`config.mk`:
```
export PLATFORM = sky130hd
export DESIGN_NAME = ntm_cosh_top
export DESIGN_NICKNAME = d
export VERILOG_FILES = /design/src/logic/ntm_cosh_pkg.sv /design/src/logic/ntm_scalar_cosh_function.sv /design/src/logic/ntm_vector_buffer.sv /design/src/logic/ntm_vector_cosh_function.sv /design/src/logic/ntm_apb_regs.sv /design/src/logic/ntm_cosh_top.sv
export SDC_FILE = /design/constraint.sdc
export NUM_CORES = 2
export LEC_CHECK = 0
export ABC_CLOCK_PERIOD_IN_PS = 27500
export BUFFER_PORTS_ARGS = -buffer_cell sky130_fd_sc_hd__buf_2
export CAP_MARGIN = 0
export CORE_MARGIN = 3
export CORE_UTILIZATION = 52
export CTS_CLUSTER_SIZE = 25
export DETAILED_ROUTE_END_ITERATION = 10
export PLACE_DENSITY = 0.66
export SLEW_MARGIN = 15
export SYNTH_ARGS = -nofsm -noshare
export SYNTH_HDL_FRONTEND = slang
export SYNTH_SLANG_ARGS = --single-unit
export TNS_END_PERCENT = 5
```
`constraint.sdc`:
```
create_clock -name CLK -period 27.5 [get_ports CLK]
set_clock_uncertainty 0.2 [all_clocks]
set_input_delay 6.875 -clock CLK [delete_from_list [all_inputs] [get_ports CLK]]
set_output_delay 6.875 -clock CLK [all_outputs]
set_load 0.02 [all_outputs]
```
`src/logic/ntm_cosh_pkg.sv`:
```
/* Vector cosh shared definitions */

`default_nettype none

package ntm_cosh_pkg;

  //////////////////////////////
  // Widths
  //////////////////////////////

  localparam int data_width  = 16;
  localparam int frac_bits   = 12;
  localparam int acc_width   = 32;
  localparam int prod_width  = 48;
  localparam int vec_depth   = 16;
  localparam int index_width = 4;
  localparam int addr_width  = 8;

  // Series constants, one in Q4.12 and the x^4 divisor
  localparam logic [acc_width-1:0] fx_one     = acc_width'(1 << frac_bits);
  localparam logic [acc_width-1:0] fourth_div = acc_width'(24);

  // Largest legal vector length
  localparam logic [data_width-1:0] size_max = data_width'(vec_depth);

  //////////////////////////////
  // Register map
  //////////////////////////////

  localparam logic [addr_width-1:0] reg_ctrl   = 8'h00;
  localparam logic [addr_width-1:0] reg_status = 8'h04;
  localparam logic [addr_width-1:0] reg_modulo = 8'h08;
  localparam logic [addr_width-1:0] reg_size   = 8'h0C;
  localparam logic [addr_width-1:0] in_base    = 8'h40;
  localparam logic [addr_width-1:0] out_base   = 8'h80;

  //////////////////////////////
  // Types
  //////////////////////////////

  // Host request, APB setup and access phases
  typedef struct packed {
    logic                  sel;
    logic                  enable;
    logic                  write;
    logic [addr_width-1:0] addr;
    logic [data_width-1:0] wdata;
  } apb_req_t;

  // One buffer write port
  typedef struct packed {
    logic                   en;
    logic [index_width-1:0] index;
    logic [data_width-1:0]  data;
  } buf_wr_t;

  typedef enum logic [1:0] {
    seq_idle,
    seq_fetch,
    seq_issue,
    seq_wait
  } seq_state_e;

  typedef enum logic [2:0] {
    cosh_idle,
    cosh_square,
    cosh_fourth,
    cosh_sum,
    cosh_reduce,
    cosh_done
  } cosh_state_e;

endpackage

`default_nettype wire

```
`src/logic/ntm_scalar_cosh_function.sv`:
```
/* Scalar cosh series unit */

`timescale 1ns/1ps
`default_nettype none

module ntm_scalar_cosh_function (
  input  logic                                CLK,
  input  logic                                RST,
  input  logic                                start,
  output logic                                ready,
  input  logic [ntm_cosh_pkg::data_width-1:0] modulo_in,
  input  logic [ntm_cosh_pkg::data_width-1:0] data_in,
  output logic [ntm_cosh_pkg::data_width-1:0] data_out
);

  ntm_cosh_pkg::cosh_state_e state;
  logic [4:0]                cnt;

  // Operands and partial terms
  logic [ntm_cosh_pkg::data_width-1:0] x;
  logic [ntm_cosh_pkg::data_width-1:0] m;
  logic [ntm_cosh_pkg::acc_width-1:0]  t;
  logic [ntm_cosh_pkg::acc_width-1:0]  q;
  logic [ntm_cosh_pkg::acc_width-1:0]  y;
  logic [ntm_cosh_pkg::acc_width-1:0]  dividend;
  logic [ntm_cosh_pkg::data_width-1:0] rem;

  logic [ntm_cosh_pkg::prod_width-1:0] x_sq;
  logic [ntm_cosh_pkg::prod_width-1:0] t_sq;

  // One restoring step, remainder always below the modulus
  function automatic logic [ntm_cosh_pkg::data_width-1:0] mod_step(
    input logic [ntm_cosh_pkg::data_width-1:0] r,
    input logic                                b,
    input logic [ntm_cosh_pkg::data_width-1:0] d
  );
    logic [ntm_cosh_pkg::data_width:0] s;
    s = {r, b};
    if (s >= {1'b0, d}) begin
      s = s - {1'b0, d};
    end
    return s[ntm_cosh_pkg::data_width-1:0];
  endfunction

  //////////////////////////////
  // Series terms
  //////////////////////////////

  // Full products in the 48-bit context
  assign x_sq = x * x;
  assign t_sq = t * t;

  // 1 + x^2/2 + x^4/24 in Q4.12
  assign y = ntm_cosh_pkg::fx_one + (t >> 1) + q;

  assign ready    = state == ntm_cosh_pkg::cosh_done;
  assign data_out = rem;

  //////////////////////////////
  // Step control
  //////////////////////////////

  always_ff @(posedge CLK or posedge RST) begin
    if (RST) begin
      state <= ntm_cosh_pkg::cosh_idle;
      cnt   <= '0;
    end else begin
      case (state)
        ntm_cosh_pkg::cosh_idle: begin
          if (start) begin
            state <= ntm_cosh_pkg::cosh_square;
          end
        end
        ntm_cosh_pkg::cosh_square: state <= ntm_cosh_pkg::cosh_fourth;
        ntm_cosh_pkg::cosh_fourth: state <= ntm_cosh_pkg::cosh_sum;
        ntm_cosh_pkg::cosh_sum: begin
          // First reduction step rides along with the sum
          cnt   <= 5'd1;
          state <= ntm_cosh_pkg::cosh_reduce;
        end
        ntm_cosh_pkg::cosh_reduce: begin
          cnt <= cnt + 1'b1;
          // Last of 32 steps
          if (&cnt) begin
            state <= ntm_cosh_pkg::cosh_done;
          end
        end
        ntm_cosh_pkg::cosh_done: state <= ntm_cosh_pkg::cosh_idle;
        default: state <= ntm_cosh_pkg::cosh_idle;
      endcase
    end
  end

  // Datapath
  always_ff @(posedge CLK) begin
    case (state)
      ntm_cosh_pkg::cosh_idle: begin
        if (start) begin
          x <= data_in;
          m <= modulo_in;
        end
      end
      ntm_cosh_pkg::cosh_square: begin
        t <= x_sq[ntm_cosh_pkg::frac_bits +: ntm_cosh_pkg::acc_width];
      end
      ntm_cosh_pkg::cosh_fourth: begin
        q <= t_sq[ntm_cosh_pkg::frac_bits +: ntm_cosh_pkg::acc_width]
             / ntm_cosh_pkg::fourth_div;
      end
      ntm_cosh_pkg::cosh_sum: begin
        rem      <= mod_step('0, y[ntm_cosh_pkg::acc_width-1], m);
        dividend <= y << 1;
      end
      ntm_cosh_pkg::cosh_reduce: begin
        rem      <= mod_step(rem, dividend[ntm_cosh_pkg::acc_width-1], m);
        dividend <= dividend << 1;
      end
      default: ;
    endcase
  end

  // Register block refuses a zero modulus
  assert property (@(posedge CLK) disable iff (RST)
    start |-> modulo_in != '0);

endmodule

`default_nettype wire

```
`src/logic/ntm_vector_buffer.sv`:
```
/* Input and result buffers */

`timescale 1ns/1ps
`default_nettype none

module ntm_vector_buffer (
  input  logic                                 CLK,
  input  ntm_cosh_pkg::buf_wr_t                in_wr,
  input  logic [ntm_cosh_pkg::index_width-1:0] in_rd_index,
  output logic [ntm_cosh_pkg::data_width-1:0]  in_rd_data,
  input  ntm_cosh_pkg::buf_wr_t                out_wr,
  input  logic [ntm_cosh_pkg::index_width-1:0] out_rd_index,
  output logic [ntm_cosh_pkg::data_width-1:0]  out_rd_data
);

  // Port 0 input elements, port 1 results
  ntm_cosh_pkg::buf_wr_t                wr_port  [2];
  logic [ntm_cosh_pkg::index_width-1:0] rd_index [2];
  logic [ntm_cosh_pkg::data_width-1:0]  rd_data  [2];

  assign wr_port[0]  = in_wr;
  assign wr_port[1]  = out_wr;
  assign rd_index[0] = in_rd_index;
  assign rd_index[1] = out_rd_index;
  assign in_rd_data  = rd_data[0];
  assign out_rd_data = rd_data[1];

  //////////////////////////////
  // RAMs
  //////////////////////////////

  for (genvar b = 0; b < 2; b++) begin : g_ram
    logic [ntm_cosh_pkg::data_width-1:0] mem [ntm_cosh_pkg::vec_depth];
    logic [ntm_cosh_pkg::data_width-1:0] q;

    // Registered read, old data on a same-address write
    always_ff @(posedge CLK) begin
      if (wr_port[b].en) begin
        mem[wr_port[b].index] <= wr_port[b].data;
      end
      q <= mem[rd_index[b]];
    end

    assign rd_data[b] = q;
  end

endmodule

`default_nettype wire

```
`src/logic/ntm_vector_cosh_function.sv`:
```
/* Vector cosh sequencer */

`timescale 1ns/1ps
`default_nettype none

module ntm_vector_cosh_function (
  input  logic                                 CLK,
  input  logic                                 RST,
  input  logic                                 start,
  input  logic [ntm_cosh_pkg::data_width-1:0]  modulo,
  input  logic [ntm_cosh_pkg::index_width:0]   size,
  output logic                                 busy,
  output logic                                 done,
  output logic [ntm_cosh_pkg::index_width-1:0] in_index,
  input  logic [ntm_cosh_pkg::data_width-1:0]  in_data,
  output ntm_cosh_pkg::buf_wr_t                out_wr
);

  ntm_cosh_pkg::seq_state_e             state;
  logic [ntm_cosh_pkg::index_width-1:0] idx;
  logic                                 last;
  logic                                 start_scalar;
  logic                                 ready_scalar;
  logic [ntm_cosh_pkg::data_width-1:0]  data_out_scalar;

  assign busy     = state != ntm_cosh_pkg::seq_idle;
  assign in_index = idx;
  assign last     = {1'b0, idx} == (size - 1'b1);

  // Element and modulus stay put until ready, index does not move
  assign start_scalar = state == ntm_cosh_pkg::seq_issue;

  //////////////////////////////
  // Control FSM
  //////////////////////////////

  always_ff @(posedge CLK or posedge RST) begin
    if (RST) begin
      state  <= ntm_cosh_pkg::seq_idle;
      idx    <= '0;
      done   <= 1'b0;
      out_wr <= '0;
    end else begin
      done      <= 1'b0;
      out_wr.en <= 1'b0;
      case (state)
        ntm_cosh_pkg::seq_idle: begin
          if (start) begin
            idx   <= '0;
            state <= ntm_cosh_pkg::seq_fetch;
          end
        end
        ntm_cosh_pkg::seq_fetch: begin
          // Writeback cycle of the previous element
          if (out_wr.en) begin
            if (last) begin
              done  <= 1'b1;
              state <= ntm_cosh_pkg::seq_idle;
            end else begin
              idx <= idx + 1'b1;
            end
          end else begin
            state <= ntm_cosh_pkg::seq_issue;
          end
        end
        ntm_cosh_pkg::seq_issue: begin
          state <= ntm_cosh_pkg::seq_wait;
        end
        ntm_cosh_pkg::seq_wait: begin
          if (ready_scalar) begin
            out_wr.en    <= 1'b1;
            out_wr.index <= idx;
            out_wr.data  <= data_out_scalar;
            state        <= ntm_cosh_pkg::seq_fetch;
          end
        end
        default: state <= ntm_cosh_pkg::seq_idle;
      endcase
    end
  end

  ntm_scalar_cosh_function scalar_cosh_inst (
    .CLK       (CLK),
    .RST       (RST),
    .start     (start_scalar),
    .ready     (ready_scalar),
    .modulo_in (modulo),
    .data_in   (in_data),
    .data_out  (data_out_scalar)
  );

  // The unit drops starts outside idle, so a restart would miss this
  assert property (@(posedge CLK) disable iff (RST)
    start_scalar |-> ##35 ready_scalar);

endmodule

`default_nettype wire

```
`src/logic/ntm_apb_regs.sv`:
```
/* APB register block */

`timescale 1ns/1ps
`default_nettype none

module ntm_apb_regs (
  input  logic                                    CLK,
  input  logic                                    RST,
  input  ntm_cosh_pkg::apb_req_t                  apb_req,
  output logic [ntm_cosh_pkg::data_width-1:0]     prdata,
  output logic                                    pready,
  output logic                                    pslverr,
  output ntm_cosh_pkg::buf_wr_t                   host_in_wr,
  output logic [ntm_cosh_pkg::index_width-1:0]    host_out_index,
  input  logic [ntm_cosh_pkg::data_width-1:0]     host_out_data,
  output logic                                    start,
  output logic [ntm_cosh_pkg::data_width-1:0]     modulo,
  output logic [ntm_cosh_pkg::index_width:0]      size,
  input  logic                                    busy,
  input  logic                                    done
);

  logic access, wr_access;
  logic is_ctrl, is_status, is_modulo, is_size, hit_in, hit_out, aligned;
  logic mapped, bad_write, write_ok;
  logic done_flag;

  //////////////////////////////
  // Address decode
  //////////////////////////////

  // Second cycle of every transfer
  assign access    = apb_req.sel && apb_req.enable;
  assign wr_access = access && apb_req.write;

  assign is_ctrl   = apb_req.addr == ntm_cosh_pkg::reg_ctrl;
  assign is_status = apb_req.addr == ntm_cosh_pkg::reg_status;
  assign is_modulo = apb_req.addr == ntm_cosh_pkg::reg_modulo;
  assign is_size   = apb_req.addr == ntm_cosh_pkg::reg_size;

  // Buffer windows, 16 words each
  assign aligned = apb_req.addr[1:0] == 2'b00;
  assign hit_in  = aligned && (apb_req.addr[7:6] == ntm_cosh_pkg::in_base[7:6]);
  assign hit_out = aligned && (apb_req.addr[7:6] == ntm_cosh_pkg::out_base[7:6]);

  assign mapped = is_ctrl || is_status || is_modulo || is_size || hit_in || hit_out;

  // Illegal values, or a run would be disturbed
  assign bad_write = (is_modulo && apb_req.wdata == '0)
                  || (is_size && (apb_req.wdata == '0
                                  || apb_req.wdata > ntm_cosh_pkg::size_max))
                  || (busy && (is_modulo || is_size || hit_in))
                  || (busy && is_ctrl && apb_req.wdata[0]);

  assign pslverr  = access && (!mapped || (apb_req.write && bad_write));
  assign write_ok = wr_access && mapped && !bad_write;
  assign pready   = 1'b1;

  //////////////////////////////
  // Buffer access
  //////////////////////////////

  assign host_in_wr.en    = write_ok && hit_in;
  assign host_in_wr.index = apb_req.addr[ntm_cosh_pkg::index_width+1:2];
  assign host_in_wr.data  = apb_req.wdata;

  // RAM samples this in setup, word is back for the access phase
  assign host_out_index = apb_req.addr[ntm_cosh_pkg::index_width+1:2];

  assign start = write_ok && is_ctrl && apb_req.wdata[0];

  always_ff @(posedge CLK or posedge RST) begin
    if (RST) begin
      modulo    <= ntm_cosh_pkg::data_width'(1);
      size      <= (ntm_cosh_pkg::index_width + 1)'(1);
      done_flag <= 1'b0;
    end else begin
      if (write_ok && is_modulo) begin
        modulo <= apb_req.wdata;
      end
      if (write_ok && is_size) begin
        size <= apb_req.wdata[ntm_cosh_pkg::index_width:0];
      end
      // Sticky until the next run
      if (start) begin
        done_flag <= 1'b0;
      end else if (done) begin
        done_flag <= 1'b1;
      end
    end
  end

  // Read mux
  always_comb begin
    prdata = '0;
    if (is_status) begin
      prdata[0] = busy;
      prdata[1] = done_flag | done;   // Visible in the same cycle busy drops
    end else if (is_modulo) begin
      prdata = modulo;
    end else if (is_size) begin
      prdata[ntm_cosh_pkg::index_width:0] = size;
    end else if (hit_out) begin
      prdata = host_out_data;
    end
  end

  // Error only ever follows a setup phase
  assert property (@(posedge CLK) disable iff (RST)
    pslverr |-> $past(apb_req.sel && !apb_req.enable));

endmodule

`default_nettype wire

```
`src/logic/ntm_cosh_top.sv`:
```
/* Vector cosh subsystem top */

`timescale 1ns/1ps
`default_nettype none

module ntm_cosh_top (
  input  logic                                CLK,
  input  logic                                RST,
  input  ntm_cosh_pkg::apb_req_t              apb_req,
  output logic [ntm_cosh_pkg::data_width-1:0] prdata,
  output logic                                pready,
  output logic                                pslverr
);

  // Host side
  ntm_cosh_pkg::buf_wr_t                host_in_wr;
  logic [ntm_cosh_pkg::index_width-1:0] host_out_index;
  logic [ntm_cosh_pkg::data_width-1:0]  host_out_data;

  // Run control
  logic                                 start;
  logic                                 busy;
  logic                                 done;
  logic [ntm_cosh_pkg::data_width-1:0]  modulo;
  logic [ntm_cosh_pkg::index_width:0]   size;

  // Sequencer side
  logic [ntm_cosh_pkg::index_width-1:0] seq_in_index;
  logic [ntm_cosh_pkg::data_width-1:0]  seq_in_data;
  ntm_cosh_pkg::buf_wr_t                seq_out_wr;

  ntm_apb_regs apb_regs_inst (
    .CLK            (CLK),
    .RST            (RST),
    .apb_req        (apb_req),
    .prdata         (prdata),
    .pready         (pready),
    .pslverr        (pslverr),
    .host_in_wr     (host_in_wr),
    .host_out_index (host_out_index),
    .host_out_data  (host_out_data),
    .start          (start),
    .modulo         (modulo),
    .size           (size),
    .busy           (busy),
    .done           (done)
  );

  ntm_vector_buffer vector_buffer_inst (
    .CLK          (CLK),
    .in_wr        (host_in_wr),
    .in_rd_index  (seq_in_index),
    .in_rd_data   (seq_in_data),
    .out_wr       (seq_out_wr),
    .out_rd_index (host_out_index),
    .out_rd_data  (host_out_data)
  );

  ntm_vector_cosh_function vector_cosh_inst (
    .CLK      (CLK),
    .RST      (RST),
    .start    (start),
    .modulo   (modulo),
    .size     (size),
    .busy     (busy),
    .done     (done),
    .in_index (seq_in_index),
    .in_data  (seq_in_data),
    .out_wr   (seq_out_wr)
  );

endmodule

`default_nettype wire

```
==> flow_metrics.tcl <==
set metrics [dict create \
    ys_ff_latch 725 \
    cts-root-buf "clkbuf_16" \
    num-nets-final 4860 \
    vias_per_cell 5.62 \
    syn_avg_cell_area_um2 12.2 \
    antenna_found_initial 4 \
    slew-limit-headroom_pct 25.7 \
    drv_slew 0 \
    post-route-period-util_pct 61.2 \
    vias 30300 \
    cts_max_path_buffers 3 \
    ant_nets 0 \
    fin_crit_ps 16840 \
    crit_fanout 24 \
    grt_remaining_overflow 0 \
    grt_max_degree 74 \
    wl_per_cell_um 21.0 \
    ys_top_cells_by_count "edfxtp_1 (635), inv_1 (585), fa_1 (447)" \
    cts_tree "yes" \
    initial_utilization_pct 52.7 \
    post-cts-setup-buffers 0 \
    syn-num-nets 4823 \
    ctsResizeCount 0 \
    hold_viol 0 \
    ys_warn_count 0 \
    synth_cell_types 89 \
    synth_ff_type "edfxtp_1" \
    place_hpwl_mm 77.9 \
    drt-initial-drc-count 2354 \
    status "completed" \
    synth_top_cell_by_area "edfxtp_1" \
    setup_viol 0 \
    drt_first_pass_iters 5 \
    clkTransAtPathRegs_ps 80 \
    grt_pass1_wl_mm 178 \
    fmax_mhz 59.4 \
    drive_above_1_share_pct 11.0 \
    worst_pin_slew_ps 1100 \
    postLayoutCoreUtil_pct 57.4 \
    holdBufCountCts 0 \
    worst_ep_required_time_ps 20420 \
    async_flop_share_pct 8.00 \
    grtUsageTotal_pct 23.4 \
    drv_cap 0 \
    ff2ff_setup_slack_ps 13240 \
    place_ws_ps 10660 \
    htree_levels 3 \
    startpoint_type "input pin" \
    synth.top_cells.by_area "edfxtp_1 (39%), fa_1 (18%), ha_1 (7.8%)" \
    tns_ps 0 \
    seq_area_frac_synth_pct 42.8 \
    die_w_um 314 \
    fp.dieArea_um2 98800 \
    num_rows 112 \
    routabilityCongestion 0.921 \
    io_pins 47 \
    fin_ws_ps 10660 \
    drc 0 \
    synth_top_cell_area_share_pct 38.6 \
    core_area_um2 93700 \
    grt_pass1_vias 31000 \
    clkSinkCount 725 \
    synth_edf_count 635 \
    crit_arrival_ps 9760 \
    syn_to_final_growth_pct 8.85 \
    chipHeight_um 314 \
    wirelength_mm 113 \
    synth.most_common_cell "edfxtp_1" \
    holdCritPathClass "reg -> reg" \
    numCtsBuffers 74 \
    worst-setup-path-type "in -> out" \
    io_buffers 45 \
    synthCells 4038 \
    rsz0062_at_grt "no" \
    clock_latency_ps 630 \
    cp-end-kind "output port" \
    hold_slack_ps 178 \
    syn_area_um2 49400 \
]
stage by stage:
step / instances / area [µm²]
CTS: 5391 / 53800
finish: 5395 / 53800
floorplan: 4038 / 49400
global route: 5392 / 53800
detailed placement: 5253 / 51300
global placement: 5253 / 51300
kinds of logic (layout without fill, tap and decap cells):
group,after synthesis,after routing,share of synthesized area [%]
AND/OR/NAND/NOR,971,971,9.36
adder cells (fa/ha/maj),756,756,25.9
buffers and inverters,741,840,5.71
flip-flops,725,725,42.8
AO/OA/AOI/OAI,523,523,7.04
multiplexers,214,214,7.26
XOR/XNOR,107,107,1.90
other,1,5,0.00758
flip-flops by register name (all words and copies together) (netlist names), 4 cells and up:
| signal | cells |
|---|---|
| vector_buffer_inst.g_ram.mem | 512 |
| vector_cosh_inst.scalar_cosh_inst.x | 16 |
| vector_cosh_inst.scalar_cosh_inst.dividend | 31 |
| vector_cosh_inst.out_wr | 21 |
| apb_regs_inst.modulo | 16 |
| vector_cosh_inst.scalar_cosh_inst.t | 20 |
| apb_regs_inst.size | 5 |
| vector_cosh_inst.scalar_cosh_inst.cnt | 5 |
| vector_cosh_inst.scalar_cosh_inst.data_out | 16 |
| vector_cosh_inst.in_index | 4 |
| vector_buffer_inst.in_rd_data | 16 |
| vector_cosh_inst.scalar_cosh_inst.q | 24 |
| vector_cosh_inst.scalar_cosh_inst.m | 16 |
| vector_buffer_inst.out_rd_data | 16 |
routing by layer:
layer | up-vias | wire, µm | part of all wire (%) | GRT usage (%)
li1 | 14000 | - | - | -
met1 | 15300 | 47500 | 42 | 31.3
met2 | 828 | 55500 | 49 | 39.4
met3 | 182 | 6080 | 5.4 | 3.14
met4 | 2 | 4010 | 3.5 | 8.43
met5 | - | 20 | 0.018 | 0
layout make-up:
type / instances / area, µm²
fillers: 7670 / 39900
clock buffers: 92 / 1970
inverters: 586 / 2200
diodes: 4 / 10.0
well taps: 1254 / 1570
flip-flops and latches: 725 / 21200
clock inverters: 46 / 548
repair buffers: 116 / 761
multi-input cells: 2572 / 25600
path summary, 6_finish.rpt:
path,start,endpoint,depth (start not counted)
min in group asynchronous,RST,vector_cosh_inst.state[0]$_DFFE_PP0P_,3
max in group asynchronous,RST,vector_cosh_inst.in_index[0]$_DFFE_PP0P_,3
max,apb_req[21],prdata[13],6
min,vector_buffer_inst.in_rd_data[14]$_DFF_P_,vector_cosh_inst.scalar_cosh_inst.x[14]$_DFFE_PP_,0
max reg2reg,vector_cosh_inst.scalar_cosh_inst.t[19]$_DFFE_PP_,vector_cosh_inst.scalar_cosh_inst.q[0]$_DFFE_PP_,36
min reg2reg,vector_buffer_inst.in_rd_data[14]$_DFF_P_,vector_cosh_inst.scalar_cosh_inst.x[14]$_DFFE_PP_,0
placed cells by master (no fill, tap or decap), types with 14 or more instances in the layout:
cell type / Yosys / routed
nor4_1: 15 / 15
mux2i_1: 68 / 68
dfrtp_1: 56 / 55
o21a_1: 16 / 16
ha_1: 309 / 309
dfxtp_1: 32 / 32
a21oi_1: 144 / 143
nand4_1: 21 / 21
buf_2: 13 / 44
nor2b_1: 25 / 23
fa_1: 447 / 447
clkbuf_1: 121 / 14
a221oi_1: 21 / 21
a22o_1: 15 / 15
nor2_1: 210 / 186
xor2_1: 32 / 32
edfxtp_1: 635 / 635
nand2b_1: 20 / 20
nand3_1: 40 / 40
o21bai_1: 23 / 23
mux4_2: 112 / 112
nor2_2: 0 / 24
clkinv_2: 0 / 17
xnor2_1: 75 / 75
clkbuf_16: 0 / 75
buf_4: 1 / 72
o21ai_0: 114 / 114
inv_1: 585 / 583
nand2_1: 352 / 352
and2_1: 170 / 170
a21o_1: 40 / 40
mux2_2: 33 / 33
a22oi_1: 18 / 18
nor3_1: 52 / 43
worst max-delay path: stages:
cell     delay, ps
buf_2          390
nor4_1         990
nand2_1        410
nor2_1         700
a22o_1         230
buf_2          160
Power is left out: the tool's default activity adds up to more than one toggle a clock period on the data nets, which glitch-free logic cannot reach.
